File: config.mk
export PLATFORM = sky130hd
export DESIGN_NAME = slave_arbiter
export DESIGN_NICKNAME = d
export VERILOG_FILES = /design/src/design/soc_cfg_pkg.sv /design/src/design/bus_pkg.sv /design/src/design/slave_arbiter.sv
export SDC_FILE = /design/constraint.sdc
export NUM_CORES = 1
export LEC_CHECK = 0
export BUFFER_PORTS_ARGS = -buffer_cell sky130_fd_sc_hd__buf_2
export CORE_ASPECT_RATIO = 0.75
export CORE_MARGIN = 4
export CORE_UTILIZATION = 26
export DETAILED_ROUTE_END_ITERATION = 16
export HOLD_SLACK_MARGIN = 0.06
export PLACE_DENSITY = 0.87
export SKIP_LAST_GASP = 1
export SYNTH_ARGS = -nofsm -noshare
export SYNTH_HDL_FRONTEND = slang
export SYNTH_SLANG_ARGS = --single-unit
File: constraint.sdc
create_clock -name clk_i -period 1.5 [get_ports clk_i]
set_input_delay 0.3 -clock clk_i [delete_from_list [all_inputs] [get_ports clk_i]]
set_output_delay 0.3 -clock clk_i [all_outputs]
set_load 0.01 [all_outputs]
File: src/design/soc_cfg_pkg.sv
package soc_cfg_pkg;

    // Bus widths
    localparam int ADDR_WIDTH = 32;
    localparam int DATA_WIDTH = 32;
    localparam int STRB_WIDTH = DATA_WIDTH / 8;

    // Each RAM holds 1024 words
    localparam int RAM_DEPTH       = 1024;
    localparam int WORD_ADDR_WIDTH = $clog2(RAM_DEPTH);
    localparam int RAM_BYTES       = RAM_DEPTH * STRB_WIDTH;

    // Memory map in 64 KB regions
    localparam int REGION_LSB  = 16;
    localparam int REGION_IRAM = 0;
    localparam int REGION_DRAM = 1;

    localparam int NUM_MASTERS = 2;

    typedef logic [ADDR_WIDTH-1:0]      addr_t;
    typedef logic [DATA_WIDTH-1:0]      data_t;
    typedef logic [STRB_WIDTH-1:0]      strb_t;
    typedef logic [WORD_ADDR_WIDTH-1:0] word_addr_t;

endpackage

File: src/design/bus_pkg.sv
package bus_pkg;

    typedef enum logic {
        OP_READ  = 1'b0,
        OP_WRITE = 1'b1
    } bus_op_e;

    // Same codes as AXI OKAY and DECERR
    typedef enum logic [1:0] {
        RESP_OKAY   = 2'b00,
        RESP_DECERR = 2'b11
    } bus_resp_e;

    typedef enum logic {
        ARB_IDLE = 1'b0,
        ARB_BUSY = 1'b1
    } arb_state_e;

endpackage

File: src/design/slave_arbiter.sv
`timescale 1ns/10ps

module slave_arbiter (
    input  logic                    clk_i,
    input  logic                    rst_i,
    input  logic                    m0_valid_i,
    input  logic                    m1_valid_i,
    input  bus_pkg::bus_op_e        m0_op_i,
    input  bus_pkg::bus_op_e        m1_op_i,
    input  soc_cfg_pkg::word_addr_t m0_word_addr_i,
    input  soc_cfg_pkg::word_addr_t m1_word_addr_i,
    input  soc_cfg_pkg::data_t      m0_wdata_i,
    input  soc_cfg_pkg::data_t      m1_wdata_i,
    input  soc_cfg_pkg::strb_t      m0_strb_i,
    input  soc_cfg_pkg::strb_t      m1_strb_i,
    input  logic                    m0_resp_ready_i,
    input  logic                    m1_resp_ready_i,
    output logic                    m0_ready_o,
    output logic                    m1_ready_o,
    output logic                    m0_resp_valid_o,
    output logic                    m1_resp_valid_o,
    output logic                    ram_valid_o,
    input  logic                    ram_ready_i,
    output bus_pkg::bus_op_e        ram_op_o,
    output soc_cfg_pkg::word_addr_t ram_word_addr_o,
    output soc_cfg_pkg::data_t      ram_wdata_o,
    output soc_cfg_pkg::strb_t      ram_strb_o,
    input  logic                    ram_resp_valid_i,
    output logic                    ram_resp_ready_o
);

    bus_pkg::arb_state_e state_q;
    // Last granted master, also the owner while busy
    logic [$clog2(soc_cfg_pkg::NUM_MASTERS)-1:0] grant_q;
    logic idle;
    logic pick_m0;
    logic pick_m1;

    assign idle = (state_q == bus_pkg::ARB_IDLE);

    // Round robin, the master not granted last wins a tie
    assign pick_m0 = m0_valid_i && !(m1_valid_i && grant_q == 1'b0);
    assign pick_m1 = m1_valid_i && !(m0_valid_i && grant_q == 1'b1);

    assign m0_ready_o = idle && ram_ready_i && !pick_m1;
    assign m1_ready_o = idle && ram_ready_i && !pick_m0;

    assign ram_valid_o     = idle && (m0_valid_i || m1_valid_i);
    assign ram_op_o        = pick_m1 ? m1_op_i        : m0_op_i;
    assign ram_word_addr_o = pick_m1 ? m1_word_addr_i : m0_word_addr_i;
    assign ram_wdata_o     = pick_m1 ? m1_wdata_i     : m0_wdata_i;
    assign ram_strb_o      = pick_m1 ? m1_strb_i      : m0_strb_i;

    // Response goes only to the owner
    assign m0_resp_valid_o  = ram_resp_valid_i && !idle && (grant_q == 1'b0);
    assign m1_resp_valid_o  = ram_resp_valid_i && !idle && (grant_q == 1'b1);
    assign ram_resp_ready_o = !idle && (grant_q == 1'b1 ? m1_resp_ready_i : m0_resp_ready_i);

    always_ff @(posedge clk_i) begin
        if (rst_i) begin
            state_q <= bus_pkg::ARB_IDLE;
            grant_q <= 1'b1;
        end else begin
            case (state_q)
                bus_pkg::ARB_IDLE: begin
                    if (ram_valid_o && ram_ready_i) begin
                        state_q <= bus_pkg::ARB_BUSY;
                        grant_q <= pick_m1;
                    end
                end
                bus_pkg::ARB_BUSY: begin
                    if (ram_resp_valid_i && ram_resp_ready_o) begin
                        state_q <= bus_pkg::ARB_IDLE;
                    end
                end
                default: state_q <= bus_pkg::ARB_IDLE;
            endcase
        end
    end

endmodule

==> results.py <==
metrics = {
    "yosys": {
        "synth_top_area_share_pct": 39.1,
        "ys.warnings.count": 0,
        "synth_top_cell_by_area": "mux2_2",
        "synth_top_cells_by_area": "mux2_2, mux2_4, dfxtp_1, buf_8, buf_4",
        "synth_nets": 176,
        "syn-cell-area_um2": 806,
        "avgSynthCellArea_um2": 10.9,
        "synth_seq_cells": 2,
        "ys_seq_area_share_pct": 4.97,
        "ys_types": 17,
        "synthCells": 74,
    },
    "setup_path": {
        "crit_fanout": 8,
        "slowest_stage": "mux2_2",
        "path_class": "reg2out",
        "path_cells": "a21boi_4, buf_12, buf_6, mux2_2, buf_2",
        "worst_setup_path_start_kind": "register",
        "path_delay_family": "buffers and inverters",
        "required_ps": 1200,
        "max_stage_delay_ps": 350,
        "path_buf_inv": 3,
        "critPathArrivalTime_ps": 1460,
        "end_kind": "primary output",
    },
    "min_path": {
        "hold_path.class": "in2reg",
    },
    "place": {
        "place_congestion": 0.837,
        "placed_area_um2": 1650,
        "dp_hpwl_mm": 4.16,
        "pre_cts_ws_ps": -162,
        "port_buffers": 154,
    },
    "global_route": {
        "grt_pass1_vias": 1317,
        "grt_pass1_wl_mm": 6.92,
        "grt_start_max_net_pins": 21,
        "antenna_found_initial": 0,
        "grtUsageTotal_pct": 22.0,
        "grt_overflow": 0,
    },
    "die": {
        "core_area_um2": 2960,
        "die_width_um": 72.3,
        "num_rows": 17,
        "boundaryPins": 155,
        "dieArea_um2": 4060,
        "die_height_um": 56.2,
        "initial_utilization_pct": 27.3,
    },
    "sta": {
        "finalHoldViolCount": 0,
        "fmaxAchievable_mhz": 567,
        "slew_violations": 0,
        "finClkSkew_ps": 1.82,
        "setup_viol": 47,
        "slew_headroom_pct": 88.4,
        "worstMarginPinSlew_ps": 168,
        "fin_setup_tns_ps": -10590,
        "period_needed_ps": 1760,
        "worst_slack_ps": -265,
        "min_period_over_period_pct": 118,
        "grt_setup_unrepaired": "true",
    },
    "detailed_routing": {
        "vias": 1259,
        "avgViaCountPerCell": 4.61,
        "drt.antenna.violating_nets": 0,
        "drt-total-wl_mm": 4.93,
        "firstDrtPassIters": 4,
        "routedWlPerCell_um": 18.1,
        "drt_iter0_markers": 34,
        "drc": 0,
    },
    "clocking": {
        "clkSinkCount": 2,
        "clockBufferDepth": 2,
        "cts_htree_levels": 1,
        "cts.clk_slew.worst_paths_ps": 30,
        "cts_made_buffers": 3,
        "cts_hold_buf": 0,
        "clock_latency_ps": 210,
        "cts_tree": "built",
        "root_buffer": "clkbuf_8",
    },
    "job": {
        "cap_viol_max_count": 0,
    },
    "power": {
        "p_leak_uw": 0.00111,
        "p_total_uw": 944,
        "p_sw_share_pct": 32.7,
        "p_sw_uw": 309,
        "power.share.clock_pct": 22.3,
        "intPower_uw": 635,
        "pwr-share-comb_pct": 71.0,
        "seqPwrFrac_pct": 6.6,
        "power_density_nw_per_um2": 503,
        "ir_worst_vdd_uv": 499,
    },
    "finish": {
        "final_cell_mix": "buf_2, mux2_4, mux2_2",
        "seq_area_um2": 41.3,
        "drive_above_1_share_pct": 91.9,
        "fillers": 278,
        "area_delta_synth_final_pct": 133,
        "antenna_cells": 0,
        "layout_commonest_cell": "buf_2",
        "multi_input_area_um2": 747,
        "fin_nets": 339,
        "fin_area_um2": 1880,
    },
    "outcome": {
        "failed_checks": "negative setup slack",
        "status": "finished with violations",
    },
}
==> worst paths after layout <==
path	from	slack, ps	end	depth (start not counted)
hold / removal	rst_i	260	state_q	2
setup / recovery	grant_q	-260	ram_word_addr_o[3]	5
hold reg to reg	state_q	500	state_q	2
setup reg to reg	grant_q	530	state_q	4
==> what timing repair did <==
action                     4_1_cts  5_1_grt
gates resized for setup         16       11
setup endpoints to repair       47       48
cloned                           0        2
buffers inserted                 0        1
==> logic make-up (layout without fill, tap and decap cells) <==
kind of cell    Yosys count  after routing  synth area share, %
compound gates            6              6                 5.59
simple gates              9              9                 4.81
flops                     2              2                 4.97
mux                      48             48                 75.8
buf+inv                   9            170                 8.85
==> flip-flops by register name, indices dropped and copies added, names as in the netlist <==
signal   count
state_q      1
grant_q      1
==> through the flow <==
| step | std cells | utilization [%] | hold WS (ps) |
|---|---|---|---|
| finish | 273 | 63.4 | 261 |
| global route | 273 | 63.4 | 277 |
| CTS | 270 | 59.6 | 261 |
| detailed placement | 267 | 55.6 | 481 |
| global placement | 267 | 55.6 | 477 |
| floorplan | 74 | - | 369 |
==> layout make-up <==
cell class | instances | share of cell area [%]
clock buffers | 3 | 2.20
multi-input cells | 63 | 39.8
flip-flops and latches | 2 | 2.20
inverters | 4 | 0.801
repair buffers | 163 | 52.4
well taps | 38 | 2.54
==> power by group through the flow <==
stage	logic (uW)	clock network (uW)	registers, uW
6_report	671	211	62.4
5_1_grt	712	226	63.4
4_1_cts	619	216	62.5
3_5_place_dp	579	0	62.7
3_3_place_gp	568	0	62.8
2_1_floorplan	299	0	62.3
==> synth_stat cells, drive strengths merged <==
master and instances:
a21boi 1, a21oi 2, buf 5, dfxtp 2
inv 4, mux2 47, mux2i 1, nand2 3
nand2b 1, nor2 4, nor2b 1, o21ai 1
o21ba 1, o221ai 1
==> layer usage <==
layer | GRT usage, % | routed length, um | vias to the layer above
met2 | 41.8 | 2660 | 63
met3 | 5.23 | 402 | 12
li1 | - | - | 593
met4 | 8.85 | 107 | 0
met5 | 0 | 0 | -
met1 | 22.6 | 1760 | 591
Note: power is estimated with default switching activity, not from simulation.
