### config.mk
export PLATFORM = sky130hd
export DESIGN_NAME = master_port_decode
export DESIGN_NICKNAME = d
export VERILOG_FILES = /design/src/design/soc_cfg_pkg.sv /design/src/design/bus_pkg.sv /design/src/design/master_port_decode.sv
export SDC_FILE = /design/constraint.sdc
export NUM_CORES = 1
export LEC_CHECK = 0
export BUFFER_PORTS_ARGS = -buffer_cell sky130_fd_sc_hd__buf_2
export CAP_MARGIN = 20
export CORE_AREA = 3 3 88 90
export CTS_BUF_LIST = sky130_fd_sc_hd__clkbuf_8
export DETAILED_ROUTE_END_ITERATION = 6
export DIE_AREA = 0 0 91 93
export GPL_ROUTABILITY_DRIVEN = 1
export HOLD_SLACK_MARGIN = 0.06
export SYNTH_ARGS = -nofsm -noshare
export SYNTH_HDL_FRONTEND = slang
export SYNTH_SLANG_ARGS = --single-unit
### constraint.sdc
create_clock -name clk_i -period 2.6 [get_ports clk_i]
set_input_delay 0.52 -clock clk_i [delete_from_list [all_inputs] [get_ports clk_i]]
set_output_delay 0.52 -clock clk_i [all_outputs]
set_load 0.1 [all_outputs]
### src/design/soc_cfg_pkg.sv
package soc_cfg_pkg;

    // Bus widths
    localparam int ADDR_WIDTH = 32;
    localparam int DATA_WIDTH = 32;
    localparam int STRB_WIDTH = DATA_WIDTH / 8;

    // Each RAM holds 1024 words
    localparam int RAM_DEPTH       = 1024;
    localparam int WORD_ADDR_WIDTH = $clog2(RAM_DEPTH);
    localparam int RAM_BYTES       = RAM_DEPTH * STRB_WIDTH;

    // Memory map in 64 KB regions
    localparam int REGION_LSB  = 16;
    localparam int REGION_IRAM = 0;
    localparam int REGION_DRAM = 1;

    localparam int NUM_MASTERS = 2;

    typedef logic [ADDR_WIDTH-1:0]      addr_t;
    typedef logic [DATA_WIDTH-1:0]      data_t;
    typedef logic [STRB_WIDTH-1:0]      strb_t;
    typedef logic [WORD_ADDR_WIDTH-1:0] word_addr_t;

endpackage

### src/design/bus_pkg.sv
package bus_pkg;

    typedef enum logic {
        OP_READ  = 1'b0,
        OP_WRITE = 1'b1
    } bus_op_e;

    // Same codes as AXI OKAY and DECERR
    typedef enum logic [1:0] {
        RESP_OKAY   = 2'b00,
        RESP_DECERR = 2'b11
    } bus_resp_e;

    typedef enum logic {
        ARB_IDLE = 1'b0,
        ARB_BUSY = 1'b1
    } arb_state_e;

endpackage

### src/design/master_port_decode.sv
`timescale 1ns/10ps

module master_port_decode (
    input  logic                    clk_i,
    input  logic                    rst_i,
    input  logic                    req_valid_i,
    output logic                    req_ready_o,
    input  bus_pkg::bus_op_e        req_op_i,
    input  soc_cfg_pkg::addr_t      req_addr_i,
    input  soc_cfg_pkg::data_t      req_wdata_i,
    input  soc_cfg_pkg::strb_t      req_strb_i,
    output logic                    resp_valid_o,
    input  logic                    resp_ready_i,
    output soc_cfg_pkg::data_t      resp_rdata_o,
    output bus_pkg::bus_resp_e      resp_resp_o,
    output logic                    iram_valid_o,
    output logic                    dram_valid_o,
    output bus_pkg::bus_op_e        slv_op_o,
    output soc_cfg_pkg::word_addr_t slv_word_addr_o,
    output soc_cfg_pkg::data_t      slv_wdata_o,
    output soc_cfg_pkg::strb_t      slv_strb_o,
    input  logic                    iram_ready_i,
    input  logic                    dram_ready_i,
    input  logic                    iram_resp_valid_i,
    input  logic                    dram_resp_valid_i,
    input  soc_cfg_pkg::data_t      iram_rdata_i,
    input  soc_cfg_pkg::data_t      dram_rdata_i,
    input  bus_pkg::bus_resp_e      iram_resp_i,
    input  bus_pkg::bus_resp_e      dram_resp_i,
    output logic                    slv_resp_ready_o
);

    logic [soc_cfg_pkg::ADDR_WIDTH-soc_cfg_pkg::REGION_LSB-1:0] region;
    logic [soc_cfg_pkg::REGION_LSB-1:0] offset;
    logic in_range;
    logic sel_iram;
    logic sel_dram;
    logic pend_iram_q;
    logic pend_dram_q;
    logic pend_err_q;
    logic busy;

    assign region   = req_addr_i[soc_cfg_pkg::ADDR_WIDTH-1:soc_cfg_pkg::REGION_LSB];
    assign offset   = req_addr_i[soc_cfg_pkg::REGION_LSB-1:0];
    assign in_range = offset < soc_cfg_pkg::RAM_BYTES;
    assign sel_iram = in_range && (region == soc_cfg_pkg::REGION_IRAM);
    assign sel_dram = in_range && (region == soc_cfg_pkg::REGION_DRAM);
    assign busy     = pend_iram_q || pend_dram_q || pend_err_q;

    // One request outstanding per master
    assign iram_valid_o = req_valid_i && sel_iram && !busy;
    assign dram_valid_o = req_valid_i && sel_dram && !busy;
    assign req_ready_o  = !busy && (sel_iram ? iram_ready_i :
                                    sel_dram ? dram_ready_i : 1'b1);

    assign slv_op_o        = req_op_i;
    assign slv_word_addr_o = offset[$clog2(soc_cfg_pkg::STRB_WIDTH) +: soc_cfg_pkg::WORD_ADDR_WIDTH];
    assign slv_wdata_o     = req_wdata_i;
    assign slv_strb_o      = req_strb_i;
    assign slv_resp_ready_o = resp_ready_i;

    // Response from whichever slave owns the request
    always_comb begin
        resp_valid_o = pend_err_q;
        resp_rdata_o = '0;
        resp_resp_o  = bus_pkg::RESP_DECERR;
        if (pend_iram_q) begin
            resp_valid_o = iram_resp_valid_i;
            resp_rdata_o = iram_rdata_i;
            resp_resp_o  = iram_resp_i;
        end else if (pend_dram_q) begin
            resp_valid_o = dram_resp_valid_i;
            resp_rdata_o = dram_rdata_i;
            resp_resp_o  = dram_resp_i;
        end
    end

    always_ff @(posedge clk_i) begin
        if (rst_i) begin
            pend_iram_q <= 1'b0;
            pend_dram_q <= 1'b0;
            pend_err_q  <= 1'b0;
        end else if (resp_valid_o && resp_ready_i) begin
            pend_iram_q <= 1'b0;
            pend_dram_q <= 1'b0;
            pend_err_q  <= 1'b0;
        end else if (req_valid_i && req_ready_o) begin
            pend_iram_q <= sel_iram;
            pend_dram_q <= sel_dram;
            pend_err_q  <= !sel_iram && !sel_dram;
        end
    end

endmodule

==> flow_metrics.py, run 1 <==
metrics = {
    "sta": {
        "setup_viol": 0,
        "fin_crit_sh": 0.897,
        "hold_viol": 0,
        "final.min_clock_period_ns": 2.33,
        "fmax_mhz": 429,
        "tns_ns": 0,
        "slew_violations": 0,
        "fin_ws_ns": 0.268,
        "clock_skew_ns": 0.000790,
        "rsz0062_at_grt": "no",
        "relSlewSlack": 0.675,
        "tightest_slew_ns": 0.491,
    },
    "logic_synthesis": {
        "synth_top_family_by_area": "buffers and inverters",
        "yosys_warnings": 0,
        "synth_xor_area_frac": 0,
        "synth_cells": 125,
        "synth.net_count": 270,
        "yosys.area.top_type": "buf_4",
        "synth_edf_count": 0,
        "avgSynthCellArea_um2": 7.77,
        "yosys_register_bits": 3,
        "yosys-top-cells-area": "buf_4, a22o_1, dfxtp_1",
        "synth-adder-area-share": 0,
        "seq_area_frac_synth": 0.0619,
        "synth_simple_gate_area_share": 0.131,
        "muxShareOfSynthArea": 0.0206,
        "synth_most_common_cell": "buf_4",
        "synth_area_um2": 971,
        "synth.distinct_cells": 24,
        "synth_top_area_frac": 0.394,
        "ys_top_cells_by_count": "buf_4, a22o_1, buf_2",
        "synthArstFlopShare": 0,
        "synth_compound_area_frac": 0.354,
        "ys.flop_type": "dfxtp_1",
    },
    "grt": {
        "grt_pass1_wl_mm": 6.27,
        "grt_pass1_vias": 1256,
        "grt_max_degree": 33,
        "antenna_found_initial": 0,
        "gr-total-overflow": 0,
        "track_usage": 0.0892,
    },
    "setup_path": {
        "worstPathMaxFanout": 4,
        "crit_path_start_kind": "input pin",
        "worstPathArrival_ns": 1.81,
        "endpoint_kind": "output port",
        "required_ns": 2.08,
        "setup.worst_path.class": "in -> out",
    },
    "finish": {
        "antennaDiodeCount": 0,
        "finalNonFillerCells": 309,
        "syn2layout_area_growth_pct": 92.9,
        "drive_gt1_frac": 0.705,
        "finalNetCount": 356,
        "fillers": 803,
    },
    "power": {
        "combPwrFrac": 0.401,
        "cellLeakagePower_uw": 0.000905,
        "p_sw_uw": 96.3,
        "switching_share": 0.314,
        "p_per_area_nw_per_um2": 164,
        "internal-power_uw": 211,
        "max-vdd-ir-drop_uv": 99.6,
        "clockPowerShare": 0.432,
        "power.share.sequential": 0.167,
    },
    "routing": {
        "firstDrtPassIters": 4,
        "finalWirelength_mm": 4.12,
        "drt-wirelength-per-cell_um": 13.3,
        "dr_total_vias": 1199,
        "drtAntennaViolNets": 0,
        "routed_via_density": 3.88,
        "drt_iter0_drc": 21,
        "drc_errors": 0,
    },
    "run_status": {
        "status": "completed",
    },
    "floorplanning": {
        "fp.dieW_um": 91,
        "die-height_um": 93,
        "ios": 231,
        "core.rowCount": 31,
        "dieArea_um2": 8460,
        "core-area_um2": 7140,
        "start_util": 0.136,
    },
    "placed_design": {
        "gp_congestion": 0.705,
        "placedCellCount": 305,
        "place_ws_ns": 0.275,
        "portBuffers": 134,
        "hpwl_mm": 3.50,
    },
    "hold_path": {
        "hold_class": "in -> reg",
    },
    "clock_network": {
        "cts.htree.levels": 1,
        "hold_buffers": 0,
        "worstSkewPairLatency_ns": 0.22,
        "numCtsBuffers": 3,
        "cts_setup_buffers": 0,
        "cts_tree": "built",
        "cts-root-buf": "clkbuf_8",
        "clkTransAtPathRegs_ns": 0.03,
        "cts.sinks": 3,
        "clk_path_buf_depth": 2,
        "cts_resized": 0,
    },
    "run": {
        "max_cap_violations": 0,
    },
}
-- worst max-delay path, stage by stage --
cell	delay (ns)
buf_2	0.09
nor4_1	0.30
nand3_1	0.19
nor2_1	0.27
and3b_1	0.25
buf_12	0.18
-- sequential cells by signal, summed over array words and instances (netlist names) --
register / count
pend_dram_q: 1
pend_err_q: 1
pend_iram_q: 1
-- area by class of cell --
class	instances	area [um2]	share of cell area
timing repair buffer	137	1110	0.593
tap	99	124	0.0661
multi-input combinational	63	520	0.278
sequential	3	61.3	0.0327
clock buffer	3	41.3	0.0220
clock inverter	1	3.75	0.00200
inverter	3	11.3	0.00601
-- logic make-up after synthesis --
group / count (synthesis)
buf+inv: 59
compound gates: 41
simple gates: 20
flops: 3
mux: 2
-- routing by layer --
metal / global-route usage / vias up / part of all wire
met5: 0 / - / 0
met4: 0.0239 / 0 / 0.0056
met3: 0.0330 / 8 / 0.098
met2: 0.153 / 73 / 0.51
met1: 0.104 / 537 / 0.38
li1: - / 581 / -
-- placed cells by master, fill, tap and decap left out, drive strengths merged --
cell type  instances
a21boi             1
nor4b              1
o21a               2
and3b              1
inv                4
clkbuf             3
nand2              2
nand3              2
nor3               3
nor2               3
a21oi              3
buf              137
dfxtp              3
o21ai              2
a2111oi            1
mux2i              2
a22o              32
nor4               4
and3               1
nand2b             1
nor2b              1
nand3b             1
-- power groups by stage --
stage	logic, uW	clock network, uW	registers [uW]
global route	133	140	51.3
detailed placement	123	0	51.9
CTS	124	133	51.2
finish	123	133	51.2
global placement	122	0	51.6
floorplan	387	0	51.1
-- per-stage QoR --
| step | utilization | power [uW] | cell area [um2] | hold WS [ns] |
|---|---|---|---|---|
| after global placement | 0.256 | 173 | 1830 | 0.538 |
| final | 0.262 | 307 | 1870 | 0.562 |
| after CTS | 0.262 | 308 | 1870 | 0.568 |
| after detailed placement | 0.256 | 175 | 1830 | 0.569 |
| after floorplan | - | 438 | 997 | 0.509 |
| after global routing | 0.262 | 325 | 1870 | 0.578 |
-- path summary, 6_finish.rpt --
check	start	endpoint	slack, ns	cells after the start
min reg2reg	pend_err_q	pend_err_q	0.57	2
max reg2reg	pend_iram_q	pend_iram_q	1.27	4
min	rst_i	pend_iram_q	0.56	3
max	req_addr_i[21]	iram_valid_o	0.27	6
(Power assumes the default switching activity.)
==> run 2, diff against run 1 <==
Clock period 2.6 ns to 2.1 ns, I/O delays scaled along.
==> run 2 against run 1 <==
Compared with the run above: clock skew is essentially flat; critical path depth is the same; worst setup slack lost 0.20 ns; die area is the same; register-to-register slack lost 0.50 ns; utilization grew 2.1 points; highest routed layer unchanged; clock-buffer cell count is the same; clock power grew 21%; routed wire length shrank 3.7%; first-iteration DRC count grew 24%; combinational power grew 31%.
==> flow_metrics.py, run 2 (synthesis results as in run 1) <==
metrics = {
    "power": {
        "cellLeakagePower_uw": 0.000954,
        "p_per_area_nw_per_um2": 191,
        "total_power_uw": 385,
        "max-vdd-ir-drop_uv": 129,
    },
    "finish": {
        "final_area_um2": 2020,
        "largest_registers": "pend_dram_q (1), pend_err_q (1), pend_iram_q (1)",
        "drive_gt1_frac": 0.724,
        "finalNetCount": 360,
        "syn2layout_area_growth_pct": 108,
        "antennaDiodeCount": 0,
        "final_cell_mix": "buf_2, buf_12, a22o_1",
        "final_common_cell": "buf_2",
        "finalNonFillerCells": 313,
    },
    "run_status": {
        "status": "completed",
    },
    "placed_design": {
        "gp_congestion": 0.638,
        "portBuffers": 134,
        "placed_cell_area_um2": 1970,
        "placedCellCount": 309,
        "hpwl_mm": 3.47,
    },
    "routing": {
        "dr_total_vias": 1217,
        "drc_errors": 0,
        "drt_iter0_drc": 26,
        "drt-wirelength-per-cell_um": 12.7,
        "firstDrtPassIters": 4,
        "drtAntennaViolNets": 0,
        "finalWirelength_mm": 3.97,
        "routed_via_density": 3.89,
    },
    "sta": {
        "fin_crit_sh": 0.970,
        "fmax_mhz": 491,
        "setup_viol": 0,
        "hold_viol": 0,
        "relSlewSlack": 0.674,
        "tightest_slew_ns": 0.493,
        "clock_skew_ns": 0.000575,
        "slew_violations": 0,
        "final.min_clock_period_ns": 2.04,
        "rsz0062_at_grt": "no",
    },
    "hold_path": {
        "hold_path_startpoint": "rst_i",
        "hold_class": "in -> reg",
        "holdPathStages": 3,
    },
    "clock_network": {
        "cts_tree": "built",
        "cts_setup_buffers": 0,
        "numCtsBuffers": 3,
        "cts-root-buf": "clkbuf_8",
        "cts_resized": 0,
        "clkTransAtPathRegs_ns": 0.03,
        "worstSkewPairLatency_ns": 0.21,
        "hold_buffers": 0,
        "clk_path_buf_depth": 2,
        "cts.sinks": 3,
        "cts.htree.levels": 1,
    },
    "grt": {
        "grt-busiest-layer": "met2",
        "grt_pass1_wl_mm": 5.96,
        "grt_use_met1": 0.100,
        "grt_pass1_vias": 1226,
        "antenna_found_initial": 0,
        "grt.met2_usage": 0.148,
        "gr-total-overflow": 0,
        "grtUsageMet3": 0.0257,
        "grt_max_degree": 30,
        "track_usage": 0.0851,
    },
    "setup_path": {
        "worstPathArrival_ns": 1.62,
        "required_ns": 1.68,
        "crit_path_start_kind": "input pin",
        "worstPathMaxFanout": 3,
        "cp-startpoint": "req_addr_i[12]",
        "reg2reg_depth": 5,
        "rr_startpoint": "pend_iram_q",
        "endpoint_kind": "output port",
        "setup.worst_path.class": "in -> out",
    },
    "floorplanning": {
        "dieArea_um2": 8460,
        "die-height_um": 93,
        "start_util": 0.136,
        "fp.dieW_um": 91,
        "core-area_um2": 7140,
        "core.rowCount": 31,
        "ios": 231,
    },
    "run": {
        "max_cap_violations": 0,
    },
}
## run 2: changes by cell type in the layout (fill, tap and decap cells not counted), sizes merged
cell / change
buf: +4
## run 2: critical path, stage by stage
cell and delay, ns:
buf_2 0.11, nor4_1 0.31, nand3_1 0.20, nor2_4 0.18, and3b_2 0.22, buf_12 0.17
## run 2: cell type report
type                    instances  area, um2
repair buffers                141       1250
inverters                       3       11.3
clock inverters                 1       3.75
fillers                       775       5120
clock buffers                   3       41.3
flip-flops and latches          3       61.3
multi-input cells              63        531
well taps                      99        124
## run 2: routing by layer
metal,vias to the layer above,share of wire
met5,-,0
met4,0,0.010
met3,12,0.090
met2,76,0.52
met1,539,0.38
li1,590,-
## run 2: where the power goes
group          total, uW  switching [uW]  internal [uW]
Clock                161            36.7            124
Sequential          63.4            4.06           59.3
Combinational        161            78.2           82.8
Total                385             119            266
## run 2: final timing paths
| kind | to | slack [ns] |
|---|---|---|
| worst max-delay path | iram_valid_o | 0.06 |
| worst min-delay path | pend_iram_q | 0.47 |
| worst max register to register | pend_iram_q | 0.77 |
| worst min register to register | pend_iram_q | 0.49 |
## run 2: per-stage QoR
| stage | TNS [ns] | setup WS (ns) | hold slack [ns] | util |
|---|---|---|---|---|
| after floorplan | -0.147 | -0.147 | 0.509 | - |
| after global placement | 0 | 0.0590 | 0.481 | 0.276 |
| after detailed placement | 0 | 0.00909 | 0.492 | 0.276 |
| after CTS | 0 | 0.00600 | 0.478 | 0.282 |
| after global routing | 0 | 0.00492 | 0.492 | 0.283 |
| final | 0 | 0.0630 | 0.473 | 0.283 |
